===== src/common/vscale_pkg.sv =====
package vscale_pkg;

    // one source row in 12-bit-fraction fixed point
    localparam int ROW_ONE = 4096;

    // weight magnitude width, 512 is unity gain
    localparam int COE_WIDTH = 10;

    // row position, 12 integer bits and 12 fraction bits
    localparam int POS_WIDTH = 24;

    // width of each half of the position word
    localparam int ROW_BITS = POS_WIDTH / 2;

    // position word, stepped as one number, split into row and phase for use
    typedef union packed {
        logic [POS_WIDTH-1:0] raw;
        struct packed {
            // integer source row index
            logic [ROW_BITS-1:0] row;
            // phase between row and row+1
            logic [ROW_BITS-1:0] frac;
        } fields;
    } row_pos_u;

    // first output row sits two rows in, so taps m-2 and m-1 exist
    localparam row_pos_u POS_START = row_pos_u'(POS_WIDTH'(2 * ROW_ONE));

    // sequencer FSM
    typedef enum logic [1:0] {
        IDLE,
        SETUP,
        EMIT
    } seq_state_e;

endpackage


===== src/logic/row_sequencer.sv =====
`timescale 1ns/1ps

module row_sequencer #(
    parameter int ROW_LEN_MAX = 1024,
    parameter int TABLE_BITS = 10,
    parameter int SPARSE_GAP = 2,
    localparam int ADDR_WIDTH = $clog2(ROW_LEN_MAX),
    localparam int ROW_BITS = vscale_pkg::ROW_BITS,
    localparam int GAP_WIDTH = (SPARSE_GAP > 0) ? $clog2(SPARSE_GAP + 1) : 1
) (
    input  logic                  clk,
    input  logic                  arst_n_i,
    input  logic                  vs_i,
    input  logic [15:0]           scale_step_i,
    input  logic [ADDR_WIDTH-1:0] row_len_i,
    input  logic [ROW_BITS-1:0]   rows_done_i,
    output logic [ADDR_WIDTH-1:0] rd_addr_o,
    output logic                  rd_strobe_o,
    output logic                  first_pix_o,
    output logic                  first_row_o,
    output logic [ROW_BITS-1:0]   newest_row_o,
    output logic [TABLE_BITS-1:0] phase_o
);
    vscale_pkg::row_pos_u   pos_q;
    vscale_pkg::seq_state_e state_q;

    logic [GAP_WIDTH-1:0]  gap_q;
    logic [ADDR_WIDTH-1:0] pix_q;
    // still on output row 0
    logic                  row0_q;
    logic                  row_ready;

    // taps m-2 .. m+1 are all stored once rows_done passes m+1
    assign row_ready = {1'b0, rows_done_i} > ({1'b0, pos_q.fields.row} + 1'b1);

    always_ff @(posedge clk or negedge arst_n_i) begin
        if (!arst_n_i) begin
            state_q      <= vscale_pkg::IDLE;
            pos_q        <= vscale_pkg::POS_START;
            gap_q        <= '0;
            pix_q        <= '0;
            row0_q       <= 1'b1;
            rd_addr_o    <= '0;
            rd_strobe_o  <= 1'b0;
            first_pix_o  <= 1'b0;
            first_row_o  <= 1'b0;
            newest_row_o <= '0;
            phase_o      <= '0;
        end else begin
            rd_strobe_o <= 1'b0;
            if (vs_i) begin
                state_q <= vscale_pkg::IDLE;
                pos_q   <= vscale_pkg::POS_START;
                gap_q   <= '0;
                pix_q   <= '0;
                row0_q  <= 1'b1;
            end else begin
                case (state_q)
                    vscale_pkg::IDLE: begin
                        if (row_ready) begin
                            // tap slot held until the next row starts
                            newest_row_o <= pos_q.fields.row + 1'b1;
                            state_q      <= vscale_pkg::SETUP;
                        end
                    end
                    vscale_pkg::SETUP: begin
                        // last pixel of the previous row is past the multiply by now
                        // phase held until the next setup, coe table settles here
                        phase_o <= pos_q.fields.frac[ROW_BITS-1 -: TABLE_BITS];
                        gap_q   <= '0;
                        pix_q   <= '0;
                        state_q <= vscale_pkg::EMIT;
                    end
                    vscale_pkg::EMIT: begin
                        if (gap_q == '0) begin
                            rd_strobe_o <= 1'b1;
                            rd_addr_o   <= pix_q;
                            first_pix_o <= (pix_q == '0);
                            first_row_o <= row0_q;
                            gap_q       <= GAP_WIDTH'(SPARSE_GAP);
                            pix_q       <= pix_q + 1'b1;
                            if (pix_q == row_len_i) begin
                                // last pixel, step to the next output row
                                pos_q.raw <= pos_q.raw + vscale_pkg::POS_WIDTH'(scale_step_i);
                                row0_q    <= 1'b0;
                                state_q   <= vscale_pkg::IDLE;
                            end
                        end else begin
                            gap_q <= gap_q - 1'b1;
                        end
                    end
                    default: begin
                        state_q <= vscale_pkg::IDLE;
                    end
                endcase
            end
        end
    end

endmodule


===== config.mk =====
export PLATFORM = sky130hd
export DESIGN_NAME = row_sequencer
export DESIGN_NICKNAME = d
export VERILOG_FILES = /design/src/common/vscale_pkg.sv /design/src/logic/row_sequencer.sv
export SDC_FILE = /design/constraint.sdc
export NUM_CORES = 1
export LEC_CHECK = 0
export ABC_AREA = 0
export BUFFER_PORTS_ARGS = -buffer_cell sky130_fd_sc_hd__buf_4
export CORE_MARGIN = 5
export CORE_UTILIZATION = 60
export DETAILED_ROUTE_END_ITERATION = 10
export PLACE_DENSITY = 0.84
export SYNTH_ARGS = -nofsm -noshare
export SYNTH_HDL_FRONTEND = slang
export SYNTH_SLANG_ARGS = --single-unit

===== constraint.sdc =====
create_clock -name clk -period 7.31 [get_ports clk]
set_input_delay 1.0965 -clock clk [delete_from_list [all_inputs] [get_ports clk]]
set_output_delay 1.0965 -clock clk [all_outputs]
set_load 0.05 [all_outputs]

Word-level counts from Yosys, hierarchy flattened
Cells that the tools add are included.
W data, S select, Z words.
{"block": "classes", "bitwise": 1, "n_mux": 22, "n_addsub": 5, "reduce_logical": 13, "n_eq_ne": 6, "n_lt_le_gt_ge": 1}
{"cell": "$mux W24", "n": 4}
{"cell": "$add A24 B16 Y24", "n": 1}
{"cell": "$mux W10", "n": 2}
{"cell": "$pmux W10 S2", "n": 1}
{"cell": "$add A12 B1 Y13 const B", "n": 1}
{"cell": "$gt A12 B13 Y1", "n": 1}
{"cell": "$add A12 B1 Y12 const B", "n": 1}
{"cell": "$mux W2", "n": 6}
{"cell": "$reduce_and A3 Y1", "n": 4}
{"cell": "$add A10 B1 Y10 const B", "n": 1}
{"cell": "$eq A10 B10 Y1", "n": 1}
{"cell": "$logic_not A10 Y1", "n": 1}
{"cell": "$ne A3 B3 Y1 const B", "n": 3}
{"cell": "$mux W1", "n": 7}
{"cell": "$pmux W2 S3", "n": 1}
{"cell": "$reduce_bool A2 Y1", "n": 3}
{"cell": "$logic_not A2 Y1", "n": 2}
{"cell": "$pmux W2 S2", "n": 1}
{"cell": "$reduce_and A2 Y1", "n": 2}
{"cell": "$reduce_bool A3 Y1", "n": 1}
{"cell": "$eq A2 B1 Y1 const B", "n": 1}
{"cell": "$eq A2 B2 Y1 const B", "n": 1}
{"cell": "$sub A2 B1 Y2 const B", "n": 1}
{"cell": "$not A1 Y1", "n": 1}
{"block": "word_totals", "ff_bits": 74, "out_inout_bits": 35}

Logic depth before layout (Yosys ltp)
{"block": "logic_depth", "ltp_word": 5, "mapped_depth": 12}

Worst setup path after synthesis
Ideal clock, no wire load.
{"block": "synth_path", "path_type": "in2reg", "start": "input port scale_step_i[0]", "end": "register pos_q[22] (netlist bit)", "path_stages": 9, "t_arrival_ps": 3068, "slack_ps": 4105, "required_time_ps": 7173, "path_cell_list": "ha_1 fa_1 a211oi_1 o21ai_1 a211oi_1 o21bai_1 o311ai_2 or4_1 a21oi_1"}
{"block": "synth_via", "elab_chain_len": 5}
{"element": "start: declaration", "line_no": "row_sequencer.sv:14", "rtl": "input logic [15:0] scale_step_i,"}
{"element": "$add A24 B16 Y24", "line_no": "row_sequencer.sv:84", "rtl": "pos_q.raw <= pos_q.raw + vscale_pkg::POS_WIDTH'(scale_step_i);"}
{"element": "$mux W24", "line_no": "row_sequencer.sv:82", "rtl": "if (pix_q == row_len_i) begin"}
{"element": "$mux W24", "line_no": "row_sequencer.sv:75", "rtl": "if (gap_q == '0) begin"}
{"element": "$mux W24", "line_no": "row_sequencer.sv:58", "rtl": "case (state_q)"}
{"element": "$mux W24", "line_no": "row_sequencer.sv:51", "rtl": "if (vs_i) begin"}
{"element": "end signal: assignment", "line_no": "row_sequencer.sv:39", "rtl": "pos_q <= vscale_pkg::POS_START;"}
{"element": "end signal: assignment", "line_no": "row_sequencer.sv:53", "rtl": "pos_q <= vscale_pkg::POS_START;"}
{"element": "end: declaration", "line_no": "row_sequencer.sv:24", "rtl": "vscale_pkg::row_pos_u pos_q;"}
Every way passes these cells. The select of a mux whose other input is x is not followed.
A chain may end at the register's enable or synchronous reset.

Final worst setup path
{"block": "layout_path", "start": "input port scale_step_i[0]", "end": "register pos_q[20] (netlist bit)"}
The elaborated chain is that of the path after synthesis.

==> results.toml <==
[floorplanning]
die_w_um = 97.3
core_mm2 = 0.00733
start_util = 0.624
rows = 31
io_pins = 76
die_h_um = 97.3
die_area_mm2 = 0.00947

[yosys]
ys_warn_count = 0
synth_edf_count = 0
synth_top_area_cell = "dfrtp_1"
yosys.area.top_type_share = 0.394
synth_seq_cells = 74
synthTopCellsByArea = "dfrtp_1, ha_1, nand2_1"
synthesis.nets = 571
synth-main-ff-cell = "dfrtp_1"
synth.avg_cell_area_um2 = 9.22
netlist_instances = 496
syn_area_mm2 = 0.00457
yosysSeqAreaShare = 0.405
yosysUniqueCellTypes = 55
async_reset_ff_frac = 1.00

[timing]
fmax_mhz = 297
setup_viol = 0
worst_slack_ns = 3.95
period_minus_slack_ns = 3.36
worst_pin_slew_ns = 0.989
min_period_over_period = 0.460
final-max-slew-violation-count = 0
tns_ns = 0
hold-worst-slack_ns = 0.479
rsz0062_at_grt = "no"
slew_headroom = 0.336
hold_viol = 0
fin_skew_ns = 0.00849

[cells_and_area]
antennaDiodeCount = 0
utilization = 0.736
nets = 636
final_area_mm2 = 0.00540
area_growth_pct = 18.1
layout.cells.non_filler = 665
drive_gt1_frac = 0.207
n_fill_cell = 571

[placement]
port_buffers = 75
dp_hpwl_mm = 7.63
pre_cts_slack_ns = 3.69
dp.cells = 649
place_congestion = 0.946
dpl-instance-area_mm2 = 0.00517

[clocking]
clock_sinks = 74
clk_pin_slew_worst_paths_ns = 0.07
cts_setup_buffers = 0
cts_made_buffers = 9
clockRootBuffer = "clkbuf_8"
hold_buffers = 0
clk_path_buf_depth = 2
htree_num_levels = 3
cts_resized = 0
clk_latency_ns = 0.35
cts_tree = "done"

[worst_setup_path]
crit_family = "compound AO/OA/AOI/OAI gates"
cp.arrival_ns = 3.64
crit_chain = "buf_4 -> ha_1 -> fa_1 -> a211oi_1 -> o21ai_1 -> a211oi_1 -> o21bai_1 -> o311ai_2 -> o21ai_0 -> a21oi_1"
r2r_start = "pos_q[13]$_DFFE_PN1P_"
reg2reg_slack_ns = 4.03
crit_buf_inv = 1
reg2reg_depth = 12
critPathMaxStageDelay_ns = 0.47
worstSetupPathType = "in2reg"
path_max_fanout = 7
cpMaxStageDelayCell = "o311ai_2"
startpoint_type = "input pin"
reg2reg_to = "newest_row_o[1]$_DFFE_PN0P_"
required_ns = 7.59
critPathCaptureType = "flop"
crit_top_cell = "a211oi_1"

[min_path]
hold_path_depth = 2
min-delay-start = "rd_addr_o[8]$_DFFE_PN0P_"
hold_path.class = "reg2reg"
min_to = "rd_addr_o[8]$_DFFE_PN0P_"

[route]
drc = 0
ant_nets = 0
drt-total-wl_mm = 10.6
drt_iter0_markers = 232
num_vias = 3915
vias_per_cell = 5.89
wl_per_cell_um = 15.9
firstDrtPassIters = 5

[job]
drv_cap = 0

[run_status]
status = "finished, final reports clean"

[grt]
grt_pass1_vias = 3948
antenna_found_initial = 0
grt_pass1_wl_mm = 18.2
grt_max_degree = 75
grt_overflow = 0
grt_usage = 0.232

[power_and_ir_drop]
leakage_nw = 2.59
powerDensity_mw_per_mm2 = 174
peakVddDrop_v = 0.000106
finalPower_uw = 942
-- layer usage --
metal,vias to the layer above,global-route usage,routed length (um)
met3,20,0.0474,602
met2,137,0.391,5280
li1,1872,-,-
met1,1886,0.292,4480
met4,0,0.0958,229
met5,-,0,0
-- power by group --
group / internal (mW) / switching (mW) / leakage, nW
registers: 0.420 / 0.0112 / 1.01
clock network: 0.211 / 0.153 / 0.117
logic: 0.0542 / 0.0924 / 1.46
total: 0.686 / 0.256 / 2.59
-- worst max path at each step --
stage / cells past startpoint / startpoint / slack (ns) / end
after CTS: 10 / scale_step_i[0] / 4.03 / pos_q[16]$_DFFE_PN0P_
after global routing: 10 / scale_step_i[0] / 3.75 / pos_q[20]$_DFFE_PN0P_
final: 10 / scale_step_i[0] / 3.95 / pos_q[20]$_DFFE_PN0P_
after detailed placement: 10 / scale_step_i[0] / 3.69 / pos_q[22]$_DFFE_PN0P_
after floorplan: 9 / scale_step_i[0] / 4.11 / pos_q[22]$_DFFE_PN0P_
after global placement: 10 / scale_step_i[0] / 3.83 / pos_q[22]$_DFFE_PN0P_
-- worst register-to-register path: cells and delay by family, from the launching register on --
kind            cells  cell delay (ns)
simple gates        4             0.80
compound gates      4             0.76
flops               1             0.57
mux                 1             0.36
buf+inv             1             0.31
fa+ha+maj           1             0.19
xor+xnor            1             0.18
-- state kept, by name, summed over array words and instances, names as in the netlist --
name,cells
phase_o,10
row0_q,1
first_pix_o,1
pix_q,10
state_q,2
newest_row_o,12
rd_strobe_o,1
first_row_o,1
rd_addr_o,10
pos_q,24
gap_q,2
-- final cells by class --
| type | count | area, um^2 | area share |
|---|---|---|---|
| Tap cell | 99 | 124 | 0.0229 |
| Clock inverter | 4 | 73.8 | 0.0137 |
| Multi-Input combinational cell | 372 | 2510 | 0.465 |
| Timing Repair Buffer | 77 | 578 | 0.107 |
| Inverter | 27 | 101 | 0.0188 |
| Clock buffer | 12 | 155 | 0.0287 |
| Sequential cell | 74 | 1850 | 0.343 |
-- layout by cell type, fill, tap and decap left out, types with 6 or more instances in the layout --
| cell | Yosys | routed |
|---|---|---|
| mux2_2 | 12 | 12 |
| inv_1 | 25 | 25 |
| xor2_1 | 10 | 10 |
| dfrtp_1 | 72 | 72 |
| o21bai_1 | 6 | 6 |
| a21oi_1 | 40 | 40 |
| nand4_1 | 9 | 9 |
| xnor2_1 | 16 | 16 |
| or3_1 | 6 | 6 |
| o21ai_1 | 11 | 11 |
| ha_1 | 33 | 33 |
| nand3_1 | 15 | 15 |
| mux2i_1 | 10 | 10 |
| clkbuf_8 | 0 | 11 |
| o21ai_0 | 18 | 18 |
| nor2b_1 | 10 | 10 |
| buf_4 | 1 | 77 |
| a211oi_1 | 7 | 7 |
| nand2_1 | 65 | 65 |
| nor3_1 | 9 | 9 |
| nor2_1 | 30 | 30 |
| a21o_1 | 7 | 7 |
-- synth_stat cells (7+ instances only) --
cell,count
mux2i_1,10
clkbuf_1,13
a211oi_1,7
xnor2_1,16
nand4_1,9
ha_1,33
a21o_1,7
nor2b_1,10
o21ai_1,11
dfrtp_1,72
xor2_1,10
a21oi_1,40
mux2_2,12
nor3_1,9
nand3_1,15
o21ai_0,18
inv_1,25
nand2_1,65
nor2_1,30
-- logic make-up after synthesis --
| logic type | synth area share |
|---|---|
| buffers and inverters | 0.0451 |
| multiplexers | 0.0539 |
| adder cells (fa/ha/maj) | 0.0947 |
| AO/OA/AOI/OAI | 0.157 |
| flip-flops | 0.405 |
| AND/OR/NAND/NOR | 0.176 |
| XOR/XNOR | 0.0676 |
No activity file was read; power rests on OpenSTA's default activity.
