`src/common/vscale_pkg.sv`:
```
package vscale_pkg;

    // one source row in 12-bit-fraction fixed point
    localparam int ROW_ONE = 4096;

    // weight magnitude width, 512 is unity gain
    localparam int COE_WIDTH = 10;

    // row position, 12 integer bits and 12 fraction bits
    localparam int POS_WIDTH = 24;

    // width of each half of the position word
    localparam int ROW_BITS = POS_WIDTH / 2;

    // position word, stepped as one number, split into row and phase for use
    typedef union packed {
        logic [POS_WIDTH-1:0] raw;
        struct packed {
            // integer source row index
            logic [ROW_BITS-1:0] row;
            // phase between row and row+1
            logic [ROW_BITS-1:0] frac;
        } fields;
    } row_pos_u;

    // first output row sits two rows in, so taps m-2 and m-1 exist
    localparam row_pos_u POS_START = row_pos_u'(POS_WIDTH'(2 * ROW_ONE));

    // sequencer FSM
    typedef enum logic [1:0] {
        IDLE,
        SETUP,
        EMIT
    } seq_state_e;

endpackage

```
`src/common/row_tap_if.sv`:
```
`timescale 1ns/1ps

interface row_tap_if #(
    parameter int DATA_WIDTH = 8
);
    // tap0 is the oldest row, tap3 the newest
    logic [DATA_WIDTH-1:0] tap0;
    logic [DATA_WIDTH-1:0] tap1;
    logic [DATA_WIDTH-1:0] tap2;
    logic [DATA_WIDTH-1:0] tap3;

    // one pulse per output pixel
    logic valid;
    // pixel opens an output row
    logic first_pix;
    // pixel belongs to output row 0 of the frame
    logic first_row;

    modport src (output tap0, tap1, tap2, tap3, valid, first_pix, first_row);

    modport dst (input tap0, tap1, tap2, tap3, valid, first_pix, first_row);

endinterface

```
`src/logic/tap_filter.sv`:
```
`timescale 1ns/1ps

module tap_filter #(
    parameter int DATA_WIDTH = 8,
    localparam int CW = vscale_pkg::COE_WIDTH,
    localparam int MUL_WIDTH = CW + DATA_WIDTH,
    localparam int SUM_WIDTH = MUL_WIDTH + 2,
    // 512 is unity
    localparam int SHIFT = CW - 1
) (
    input  logic                  clk,
    input  logic                  arst_n_i,
    input  logic [CW-1:0]         w0_i,
    input  logic [CW-1:0]         w1_i,
    input  logic [CW-1:0]         w2_i,
    input  logic [CW-1:0]         w3_i,
    row_tap_if.dst                taps,
    output logic [DATA_WIDTH-1:0] do_o,
    output logic                  de_o,
    output logic                  hs_o,
    output logic                  vs_o
);
    // half an lsb of the output
    localparam logic signed [SUM_WIDTH-1:0] ROUND = SUM_WIDTH'(1 << (SHIFT - 1));

    logic [MUL_WIDTH-1:0]        prod_q [4];
    logic signed [SUM_WIDTH-1:0] sum_q;

    // strobes through the multiply and sum stages
    logic [1:0] valid_d;
    logic [1:0] first_pix_d;
    logic [1:0] first_row_d;

    always_ff @(posedge clk) begin
        prod_q[0] <= w0_i * taps.tap0;
        prod_q[1] <= w1_i * taps.tap1;
        prod_q[2] <= w2_i * taps.tap2;
        prod_q[3] <= w3_i * taps.tap3;

        // outer taps carry negative weights
        sum_q <= $signed({2'b00, prod_q[1]}) + $signed({2'b00, prod_q[2]})
               - $signed({2'b00, prod_q[0]}) - $signed({2'b00, prod_q[3]}) + ROUND;

        if (sum_q[SUM_WIDTH-1]) begin
            do_o <= '0;
        end else if (|sum_q[SUM_WIDTH-2:SHIFT+DATA_WIDTH]) begin
            do_o <= '1;
        end else begin
            do_o <= sum_q[SHIFT +: DATA_WIDTH];
        end
    end

    always_ff @(posedge clk or negedge arst_n_i) begin
        if (!arst_n_i) begin
            valid_d     <= '0;
            first_pix_d <= '0;
            first_row_d <= '0;
            de_o        <= 1'b0;
            hs_o        <= 1'b0;
            vs_o        <= 1'b0;
        end else begin
            valid_d     <= {valid_d[0], taps.valid};
            first_pix_d <= {first_pix_d[0], taps.first_pix};
            first_row_d <= {first_row_d[0], taps.first_row};
            de_o        <= valid_d[1];
            hs_o        <= valid_d[1] & first_pix_d[1];
            vs_o        <= valid_d[1] & first_pix_d[1] & first_row_d[1];
        end
    end

endmodule

```
`src/flat_wrapper.sv`:
```
// flat-port wrapper written by rule: the top's interface ports become plain ports
module tap_filter_flat 
#(
    parameter int DATA_WIDTH = 8,
    localparam int CW = vscale_pkg::COE_WIDTH,
    localparam int MUL_WIDTH = CW + DATA_WIDTH,
    localparam int SUM_WIDTH = MUL_WIDTH + 2,
                   
    localparam int SHIFT = CW - 1
)
  (clk, arst_n_i, w0_i, w1_i, w2_i, w3_i, do_o, de_o, hs_o, vs_o, taps_tap0, taps_tap1, taps_tap2, taps_tap3, taps_valid, taps_first_pix, taps_first_row);
  row_tap_if #(.DATA_WIDTH(DATA_WIDTH)) taps_i ();
  input  logic clk;
  input  logic arst_n_i;
  input  logic [CW-1:0] w0_i;
  input  logic [CW-1:0] w1_i;
  input  logic [CW-1:0] w2_i;
  input  logic [CW-1:0] w3_i;
  output logic [DATA_WIDTH-1:0] do_o;
  output logic de_o;
  output logic hs_o;
  output logic vs_o;
  input wire logic [$bits(taps_i.tap0)-1:0] taps_tap0;
  input wire logic [$bits(taps_i.tap1)-1:0] taps_tap1;
  input wire logic [$bits(taps_i.tap2)-1:0] taps_tap2;
  input wire logic [$bits(taps_i.tap3)-1:0] taps_tap3;
  input wire logic [$bits(taps_i.valid)-1:0] taps_valid;
  input wire logic [$bits(taps_i.first_pix)-1:0] taps_first_pix;
  input wire logic [$bits(taps_i.first_row)-1:0] taps_first_row;
  assign taps_i.tap0 = taps_tap0;
  assign taps_i.tap1 = taps_tap1;
  assign taps_i.tap2 = taps_tap2;
  assign taps_i.tap3 = taps_tap3;
  assign taps_i.valid = taps_valid;
  assign taps_i.first_pix = taps_first_pix;
  assign taps_i.first_row = taps_first_row;
  tap_filter #(.DATA_WIDTH(DATA_WIDTH)) u_core (.clk(clk), .arst_n_i(arst_n_i), .w0_i(w0_i), .w1_i(w1_i), .w2_i(w2_i), .w3_i(w3_i), .taps(taps_i), .do_o(do_o), .de_o(de_o), .hs_o(hs_o), .vs_o(vs_o));
endmodule
```
`config.mk`:
```
export PLATFORM = sky130hd
export DESIGN_NAME = tap_filter_flat
export DESIGN_NICKNAME = d
export VERILOG_FILES = /design/src/common/vscale_pkg.sv /design/src/common/row_tap_if.sv /design/src/logic/tap_filter.sv /design/src/flat_wrapper.sv
export SDC_FILE = /design/constraint.sdc
export NUM_CORES = 1
export LEC_CHECK = 0
export BUFFER_PORTS_ARGS = -buffer_cell sky130_fd_sc_hd__buf_2
export CAP_MARGIN = 20
export CORE_MARGIN = 2
export CORE_UTILIZATION = 50
export CTS_CLUSTER_DIAMETER = 200
export DETAILED_ROUTE_END_ITERATION = 10
export HOLD_SLACK_MARGIN = 0.02
export PLACE_DENSITY_LB_ADDON = 0.1
export SLEW_MARGIN = 20
export SYNTH_ARGS = -nofsm -noshare
export SYNTH_HDL_FRONTEND = slang
export SYNTH_SLANG_ARGS = --single-unit
```
`constraint.sdc`:
```
create_clock -name clk -period 7.7 [get_ports clk]
set_clock_uncertainty 0.1 [all_clocks]
set_input_delay 0.385 -clock clk [delete_from_list [all_inputs] [get_ports clk]]
set_output_delay 0.385 -clock clk [all_outputs]
set_load 0.02 [all_outputs]
```
**Yosys cells after proc, flatten, opt, wreduce, memory -nomap -nowiden**

Memories as Yosys holds them, arrays and structs flattened.
Index checks and enable logic that the tools add are counted.
W data, S select, Z words.

- Register bits after elaboration: 37
- Memory bits (writable): 72
- Word-level logic and storage cells: 21
- Memories kept: 1

Memories:

| memory | words | bits a word | rd ports | clocked after memory_dff | wr ports | line | RTL |
|---|---|---|---|---|---|---|---|
| u_core.prod_q | 4 | 18 | 4 | 0 | 4 | tap_filter.sv:26 | `logic [MUL_WIDTH-1:0] prod_q [4];` |

- $add $sub $neg: 4
- Multiply operators: 4
- Muxes and demuxes: 1
- Bitwise gates (word level): 2
- Reduce and logical (&&, ||, !) cells: 1

Operators by type and width:

| cell | count |
|---|---|
| $mul A10 B8 Y18 | 4 |
| $sub A20 B19 Y20 | 2 |
| $add A20 B10 Y20 const B | 1 |
| $add A18 B18 Y19 | 1 |
| $mux W8 | 1 |
| $and A1 B1 Y1 | 2 |
| $reduce_or A2 Y1 | 1 |

**Longest topological paths before layout**

Gate-level depths: netlist of the first run.
An unclocked memory read counts as a cell.

- Word-level depth: 5
- Depth in mapped cells: 21

**Worst setup path before layout of the first run**

Ideal clock, no wire load.

- Path type: input-to-reg
- Start: in taps_tap1[7]
- End: mem u_core.prod_q[1][14] (netlist bit)
- Arrival: 4,080 ps
- Required time: 7,473 ps
- Slack: 3,393 ps
- Stages: 17
- Buffers on the path: 1
- Cell sequence: clkbuf_1 -> and2_1 -> fa_1 -> inv_1 -> fa_1 -> inv_1 -> fa_1 -> inv_1 -> fa_1 -> inv_1 -> ha_1 -> and3_1 -> a21oi_1 -> o21ai_1 -> nor4_1 -> nor3_1 -> xor2_1

RTL lines:

| element | line | RTL |
|---|---|---|
| from (decl) | flat_wrapper.sv:24 | `input wire logic [$bits(taps_i.tap1)-1:0] taps_tap1;` |
| to (decl) | tap_filter.sv:26 |  |

==> results_tabular.tex, run 1 <==
\begin{tabular}{lr}
\hline
Metric & Value \\
\hline
\multicolumn{2}{l}{\textbf{Global routing}} \\
Initial antenna violation count & 0 \\
Largest net degree at the start of global routing & 21 \\
Congestion Overflow GR & 0 \\
Via count of the first global-routing pass & approximately 11000 \\
Global-route wire length before repair & 50400 um \\
Combined global-route utilization of all metal layers & 20.1\% \\
\multicolumn{2}{l}{\textbf{Layout}} \\
Share of final-layout standard cells stronger than drive strength 1 & under 10\% \\
Area grow syn2layout & 8.30\% \\
Finished Layout Cells & 2061 \\
Number of antenna diodes & 0 \\
Fill cell count & between 2000 and 3000 \\
Number of nets in the layout & 2164 \\
\multicolumn{2}{l}{\textbf{Synthesis}} \\
Async SR Flop Fraction & 9.00\% \\
Number of cells produced by synthesis & around 1600 \\
Ys Warns & 0 \\
Cell area after technology mapping & 0.0145 mm\^{}2 \\
Largest area contributor in the synthesized netlist & sky130\_fd\_sc\_hd\_\_fa\_1 \\
Top FF cell, synth & sky130\_fd\_sc\_hd\_\_dfxtp\_1 \\
Portion of synthesized cell area occupied by the leading cell type & between 20\% and 30\% \\
Number of synthesized flops with an enable pin & 0 \\
\#FFs+latches synth & 100 \\
Top post-synthesis cells by area & sky130\_fd\_sc\_hd\_\_fa\_1, sky130\_fd\_sc\_hd\_\_ha\_1, sky130\_fd\_sc\_hd\_\_dfxtp\_1 \\
Distinct cell type count after synthesis & 57 \\
Fraction of the yosys area taken by sequential cells & 14.1\% \\
Mean Syn Cell Area & 9.17 um\^{}2 \\
Most used standard cell by instance count after synthesis & sky130\_fd\_sc\_hd\_\_inv\_1 \\
Most instantiated cells after synthesis & sky130\_fd\_sc\_hd\_\_inv\_1, sky130\_fd\_sc\_hd\_\_and2\_1, sky130\_fd\_sc\_hd\_\_fa\_1 \\
Net count after synthesis & 2072 \\
\multicolumn{2}{l}{\textbf{STA}} \\
Setup repair after global routing missed its margin & no \\
Highest attainable clock frequency & approximately 220 MHz \\
Part of the cycle the worst path needs & 60.1\% \\
Number of failing setup endpoints in the final timing report & 0 \\
Relative max-transition margin & 66.1\% \\
Final number of max-transition violations & 0 \\
Final sum of negative setup slack & 0 ns \\
Transition at the pin with the smallest max-transition slack & 0.505 ns \\
Min cycle time layout & 4.63 ns \\
Final hold violation count & 0 \\
\multicolumn{2}{l}{\textbf{Floorplanning}} \\
I/O Pins & 88 \\
Placeable core area & between 0.02 and 0.03 mm\^{}2 \\
Row Count & 62 \\
Initial Utilization & 50.6\% \\
Die width & 174 um \\
Chip height & roughly 170 um \\
Overall die area & 0.0304 mm\^{}2 \\
\multicolumn{2}{l}{\textbf{Clock tree}} \\
H-tree depth & 3 \\
Clock transition at the register clock pins on the worst setup and hold paths after CTS & 0.07 ns \\
CTS tree & done \\
Longest Clk Path Bufs & 2 \\
Clock Tree Root & sky130\_fd\_sc\_hd\_\_clkbuf\_16 \\
TritonCTS Buffers & 9 \\
Resize count post-CTS & 0 \\
Skew-Pair Late Insertion Delay & $\sim$0.34 ns \\
Clock sink count & 100 \\
\multicolumn{2}{l}{\textbf{Setup path}} \\
Arrival time at the worst endpoint & 4.79 ns \\
Critical Path Source Type & flip-flop \\
Worst-case reg-to-reg path depth & 18 \\
Critical-path maximum fanout & 4 \\
CP Class & reg -> reg \\
CP Capture Type & flip-flop \\
CP required & 7.87 ns \\
Startpoint of the lowest-slack register-to-register path & u\_core.prod\_q[2][0]\$\_DFF\_P\_ \\
Worst Setup SP & u\_core.prod\_q[2][0]\$\_DFF\_P\_ \\
\multicolumn{2}{l}{\textbf{Worst hold path}} \\
Worst hold path cell count & 1 \\
Hold Path Class & in -> reg \\
Worst hold start & taps\_valid \\
\multicolumn{2}{l}{\textbf{Routing}} \\
Number of violations reported at the end of detailed-routing iteration 0 & 412 \\
First-pass iteration count of the detailed router & 5 \\
Wire length after detailed routing & 27900 um \\
DRC violation count after routing & 0 \\
Routed vias & 10400 \\
Average via count per standard cell & roughly 5.0 \\
Count of antenna-violating nets left after detailed routing & 0 \\
Routed length per placed instance & 13.6 um \\
\multicolumn{2}{l}{\textbf{Placement}} \\
Last weighted congestion value of the routability-driven placer & 0.817 \\
Post-placement cell count & 2044 \\
Placed wire-length estimate after detailed placement & around 24000 um \\
Count of port buffers added during placement & between 80 and 90 \\
\multicolumn{2}{l}{\textbf{Run}} \\
Number of max-cap violations & 0 \\
\multicolumn{2}{l}{\textbf{Run status}} \\
Status & complete, no violations \\
\hline
\end{tabular}
[timing repair]
action,CTS,global route
buffers inserted,0,0
endpoints found under the hold margin,9,0
hold buffers,1,0
[path summary, 6_finish.rpt]
check / to / slack [ns]
max: u_core.sum_q[19]$_DFF_P_ / 3.07
min: u_core.valid_d[0]$_DFF_PN0_ / 0.04
max reg2reg: u_core.sum_q[19]$_DFF_P_ / 3.07
min reg2reg: u_core.first_row_d[1]$_DFF_PN0_ / 0.26
max in group asynchronous: u_core.de_o$_DFF_PN0_ / 7.02
min in group asynchronous: u_core.vs_o$_DFF_PN0_ / 0.31
[sequential cells by signal, summed over array words and instances, names as in the netlist]
| register | flops |
|---|---|
| u_core.de_o | 1 |
| u_core.do_o | 8 |
| u_core.valid_d | 2 |
| u_core.first_row_d | 2 |
| u_core.first_pix_d | 2 |
| u_core.prod_q | 72 |
| u_core.hs_o | 1 |
| u_core.vs_o | 1 |
| u_core.sum_q | 11 |
[layout by cell type (no fill, tap or decap), types with 3 or more instances in the layout]
cell                        netlist  final
sky130_fd_sc_hd__ha_1           206    206
sky130_fd_sc_hd__a211oi_1         8      8
sky130_fd_sc_hd__o31ai_1          5      5
sky130_fd_sc_hd__and2_1         250    250
sky130_fd_sc_hd__nor2_1          70     70
sky130_fd_sc_hd__a21o_1          19     19
sky130_fd_sc_hd__dfxtp_1         91     91
sky130_fd_sc_hd__nor3_1          11     11
sky130_fd_sc_hd__xor2_1          21     21
sky130_fd_sc_hd__xnor2_1         51     51
sky130_fd_sc_hd__a31oi_1          4      4
sky130_fd_sc_hd__inv_1          314    314
sky130_fd_sc_hd__dfrtp_1          9      9
sky130_fd_sc_hd__a211o_1          3      3
sky130_fd_sc_hd__o21a_1          14     14
sky130_fd_sc_hd__nand2b_1         5      5
sky130_fd_sc_hd__o31a_1           3      3
sky130_fd_sc_hd__o21ai_1         12     12
sky130_fd_sc_hd__or3_1            3      3
sky130_fd_sc_hd__nand2_1         98     98
sky130_fd_sc_hd__and3_1           6      6
sky130_fd_sc_hd__fa_1           209    209
sky130_fd_sc_hd__a21oi_1         63     63
sky130_fd_sc_hd__buf_2            0     87
sky130_fd_sc_hd__nor2b_1         14     14
sky130_fd_sc_hd__o21bai_1        11     11
sky130_fd_sc_hd__nand3_1         14     14
sky130_fd_sc_hd__clkbuf_16        0      9
sky130_fd_sc_hd__o21ai_0         22     22
[per-layer routing]
| metal | vias to the layer above | global-route usage (%) | wire length (um) |
|---|---|---|---|
| met5 | - | 0 | 0 |
| met4 | 0 | 2.73 | 254 |
| met3 | 22 | 2.08 | 457 |
| met2 | 93 | 37.0 | 14700 |
| met1 | 5100 | 26.0 | 12500 |
| li1 | 5150 | - | - |
[worst max-delay path, cell delays in order, from the launching register on]
cell and delay [ns]:
sky130_fd_sc_hd__dfxtp_1 0.33, sky130_fd_sc_hd__ha_1 0.20, sky130_fd_sc_hd__inv_1 0.07, sky130_fd_sc_hd__fa_1 0.41, sky130_fd_sc_hd__nor2b_1 0.16, sky130_fd_sc_hd__o21ai_2 0.07
sky130_fd_sc_hd__o22ai_1 0.22, sky130_fd_sc_hd__nor2_1 0.09, sky130_fd_sc_hd__xor2_1 0.33, sky130_fd_sc_hd__fa_1 0.48, sky130_fd_sc_hd__inv_1 0.06, sky130_fd_sc_hd__ha_1 0.22
sky130_fd_sc_hd__ha_1 0.31, sky130_fd_sc_hd__a21oi_1 0.17, sky130_fd_sc_hd__o21ai_1 0.14, sky130_fd_sc_hd__o41ai_2 0.50, sky130_fd_sc_hd__o31ai_1 0.21, sky130_fd_sc_hd__a211oi_1 0.30
sky130_fd_sc_hd__xor2_1 0.17
[cells by family after synthesis]
family	count (synthesis)	synth area share, %
AO/OA/AOI/OAI	194	9.02
XOR/XNOR	72	4.35
adder cells (fa/ha/maj)	415	46.6
buffers and inverters	321	8.31
flip-flops	100	14.1
multiplexers	1	0.0691
AND/OR/NAND/NOR	477	17.5
[layout make-up]
cell class	count	area (um^2)	area share [%]
clock inverters	7	78.8	0.502
multi-input cells	1159	11200	71.6
repair buffers	88	445	2.84
flip-flops and latches	100	2050	13.0
inverters	314	1180	7.51
clock buffers	9	225	1.43
well taps	384	480	3.06
[metrics by stage]
step | setup WS (ns) | instance area [um^2] | utilization [%] | hold WS (ns)
final | 3.07 | 15700 | 54.8 | 0.0409
after CTS | 3.10 | 15700 | 54.8 | 0.0291
after floorplan | 3.39 | 14500 | - | -0.0106
after global placement | 3.02 | 15400 | 53.8 | 0.138
after detailed placement | 3.02 | 15400 | 53.8 | 0.148
after global routing | 2.70 | 15700 | 54.8 | 0.0298
Power of run 1 is not shown: default switching activity piles up to over one toggle a cycle in this logic, so the estimate is an artifact.
==> run 2: changes to the inputs <==
==> constraint.sdc (replaced) <==
create_clock -name clk -period 3.82 [get_ports clk]
set_clock_uncertainty 0.1 [all_clocks]
set_input_delay 0.191 -clock clk [delete_from_list [all_inputs] [get_ports clk]]
set_output_delay 0.191 -clock clk [all_outputs]
set_load 0.02 [all_outputs]
==> run 2 against run 1 <==
  * The flow now finishes with violations (negative setup slack)
  * Wire length increased by 12%
  * Register-to-register slack got worse by 3.6 ns
  * Cell count increased by 13%
  * Core utilization grew 12 points
  * First-iteration DRC count fell by 3.4%
  * Setup slack worse by 3.6 ns
  * Flip-flop and latch count unchanged
  * Sequential share of layout area decreased by 2.4 points
  * Via count rose by 11%
  * Die area unchanged
  * Critical endpoint is now u_core.sum_q[17]$_DFF_P_
  * Highest routed layer unchanged
==> results_tabular.tex, run 2 (synthesis results as in run 1) <==
\begin{tabular}{lr}
\hline
Metric & Value \\
\hline
\multicolumn{2}{l}{\textbf{Run status}} \\
Status & complete, but fails checks \\
Violations in the final reports & negative setup slack \\
\multicolumn{2}{l}{\textbf{STA}} \\
Final number of max-transition violations & 0 (unchanged) \\
Number of failing setup endpoints in the final timing report & 13 (+13) \\
Highest attainable clock frequency & 231 MHz (+6.9\%) \\
Min cycle time layout & 4.33 ns (-0.298 ns) \\
Part of the cycle the worst path needs & 113\% (+53 points) \\
Setup slack after layout & -0.508 ns (-3.58 ns) \\
Minimum hold slack & 0.113 ns (+0.0720 ns) \\
Final hold violation count & 0 (unchanged) \\
Transition at the pin with the smallest max-transition slack & 0.519 ns (+0.0145 ns) \\
Relative max-transition margin & 65.0\% (-1.0 points) \\
Setup repair after global routing missed its margin & yes \\
\multicolumn{2}{l}{\textbf{Setup path}} \\
CP Cell Sequence & ha\_4 -> a211o\_1 -> a2111oi\_4 -> o31ai\_4 -> a31oi\_2 -> o21bai\_1 -> a21oi\_1 -> xor2\_1 -> buf\_4 -> fa\_1 -> inv\_2 -> ha\_4 -> ha\_4 -> a21oi\_4 -> o211ai\_1 -> a31oi\_2 -> o41ai\_4 -> buf\_4 -> xor2\_1 \\
Critical-path maximum fanout & 4 (unchanged) \\
CP Capture Type & flip-flop \\
Top cell family by delay on the critical path & compound AO/OA/AOI/OAI gates \\
Critical Path Source Type & flip-flop \\
Most common cell type on the critical path & sky130\_fd\_sc\_hd\_\_ha\_4 \\
Worst-case reg-to-reg path depth & 19 (+1) \\
CP required & 3.96 ns (-3.91 ns) \\
CP Class & reg -> reg \\
Arrival time at the worst endpoint & 4.47 ns (-0.32 ns) \\
CP max stage delay & 0.47 ns (-0.03 ns) \\
FF-to-FF setup slack & -0.51 ns (-3.58 ns) \\
Critical path buffer and inverter count & 3 (+1) \\
Worst-path cell with the longest stage delay & sky130\_fd\_sc\_hd\_\_a2111oi\_4 \\
RR Endpoint & u\_core.sum\_q[17]\$\_DFF\_P\_ \\
Logic depth of the worst setup path including buffers & 19 (+1) \\
Startpoint of the lowest-slack register-to-register path & u\_core.prod\_q[2][1]\$\_DFF\_P\_ \\
\multicolumn{2}{l}{\textbf{Clock tree}} \\
H-tree depth & 3 (unchanged) \\
TritonCTS Buffers & 9 (unchanged) \\
Clock sink count & 100 (unchanged) \\
Clock transition at the register clock pins on the worst setup and hold paths after CTS & 0.07 ns (about the same) \\
Longest Clk Path Bufs & 2 (unchanged) \\
Skew-Pair Late Insertion Delay & 0.35 ns (about the same) \\
CTS tree & done \\
Clock Tree Root & sky130\_fd\_sc\_hd\_\_clkbuf\_16 \\
\multicolumn{2}{l}{\textbf{Layout}} \\
Area grow syn2layout & 32.5\% \\
Share of final-layout standard cells stronger than drive strength 1 & 29.9\% (+23 points) \\
Register containing the most flip-flops in the final layout & u\_core.prod\_q \\
Fill cell count & 2298 (-14\%) \\
Number of antenna diodes & 0 (unchanged) \\
Commonest non-fill, non-tap cell in the layout & sky130\_fd\_sc\_hd\_\_inv\_1 \\
Number of nets in the layout & 2429 (+12\%) \\
Leading registers by flop count & u\_core.prod\_q x72, u\_core.sum\_q x11, u\_core.do\_o x8 \\
Final core area utilization & 67.1\% (+12 points) \\
Most frequent cells in the layout & sky130\_fd\_sc\_hd\_\_inv\_1, sky130\_fd\_sc\_hd\_\_buf\_4, sky130\_fd\_sc\_hd\_\_and2\_1 \\
Flip-flop count of the largest register, all copies and words added & 72 (unchanged) \\
\multicolumn{2}{l}{\textbf{Worst hold path}} \\
Worst hold path cell count & 2 (+1) \\
Hold Path Class & in -> reg \\
Worst hold start & taps\_tap0[0] \\
Destination of the worst hold path & u\_core.prod\_q[0][0]\$\_DFF\_P\_ \\
\multicolumn{2}{l}{\textbf{Global routing}} \\
Congestion Overflow GR & 0 (unchanged) \\
Global-route wire length before repair & 55100 um (+9.2\%) \\
Via count of the first global-routing pass & 12300 (+13\%) \\
Combined global-route utilization of all metal layers & 21.6\% (+1.5 points) \\
Largest net degree at the start of global routing & 19 (-9.5\%) \\
Initial antenna violation count & 0 (unchanged) \\
\multicolumn{2}{l}{\textbf{Floorplanning}} \\
Row Count & 62 (unchanged) \\
Chip height & 174 um (unchanged) \\
I/O Pins & 88 (unchanged) \\
Placeable core area & 0.0286 mm\^{}2 (unchanged) \\
Die width & 174 um (unchanged) \\
Initial Utilization & 50.6\% (unchanged) \\
Overall die area & 0.0304 mm\^{}2 (unchanged) \\
\multicolumn{2}{l}{\textbf{Routing}} \\
DRC violation count after routing & 0 (unchanged) \\
Number of violations reported at the end of detailed-routing iteration 0 & 398 (-3.4\%) \\
Average via count per standard cell & 4.93 (-2.0\%) \\
Routed length per placed instance & 13.5 um (-0.58\%) \\
Count of antenna-violating nets left after detailed routing & 0 (unchanged) \\
First-pass iteration count of the detailed router & 4 (-1) \\
Wire length after detailed routing & 31300 um (+12\%) \\
Routed vias & 11500 (+11\%) \\
\multicolumn{2}{l}{\textbf{Placement}} \\
Count of port buffers added during placement & 87 (unchanged) \\
Placement Setup Slack & -0.530 ns (-3.55 ns) \\
Placed wire-length estimate after detailed placement & 26400 um (+11\%) \\
Last weighted congestion value of the routability-driven placer & 0.842 (+3.1\%) \\
\multicolumn{2}{l}{\textbf{Run}} \\
Number of max-cap violations & 0 (unchanged) \\
\hline
\end{tabular}
==> run 2: stage by stage <==
| stage | instances | instance area [um^2] | TNS [ns] |
|---|---|---|---|
| final | 2326 | 19200 | -3.94 |
| after detailed placement | 2290 | 17700 | -11.68 |
| after CTS | 2314 | 18400 | -3.06 |
| after global placement | 2290 | 17700 | -9.57 |
| after global routing | 2326 | 19200 | -6.18 |
| after floorplan | 1580 | 15000 | -0.657 |
==> run 2: final cells by class <==
type	count	area (um^2)	area share [%]
clock buffers	11	253	1.32
well taps	384	480	2.50
repair buffers	353	2690	14.0
multi-input cells	1159	12500	65.1
clock inverters	5	52.6	0.274
inverters	314	1180	6.14
flip-flops and latches	100	2050	10.7
==> run 2: worst max-delay path by stage <==
stage                                start                            to
2_1_floorplan  u_core.prod_q[1][0]$_DFF_P_      u_core.sum_q[18]$_DFF_P_
6_report       u_core.prod_q[2][1]$_DFF_P_      u_core.sum_q[17]$_DFF_P_
3_5_place_dp   u_core.prod_q[2][0]$_DFF_P_      u_core.sum_q[18]$_DFF_P_
4_1_cts        u_core.prod_q[2][1]$_DFF_P_      u_core.sum_q[18]$_DFF_P_
3_3_place_gp                  taps_tap3[2]  u_core.prod_q[3][16]$_DFF_P_
5_1_grt        u_core.prod_q[2][1]$_DFF_P_      u_core.sum_q[18]$_DFF_P_
==> run 2: metal layers <==
metal / global-route usage (%) / routed length [um] / vias to the layer above
met5: 0 / 0 / -
met4: 3.36 / 401 / 0
met3: 2.12 / 543 / 34
met2: 40.5 / 16800 / 104
met1: 27.3 / 13600 / 5627
li1: - / - / 5694
==> run 2: repair_timing <==
action / 4_1_cts / 5_1_grt
setup endpoints to repair: 17 / 32
pin swaps: 73 / 111
hold buffers: 4 / 0
gates resized for setup: 75 / 185
hold endpoints to repair: 12 / 0
buffers inserted: 11 / 15
Power of run 2 is left out for the same reason.
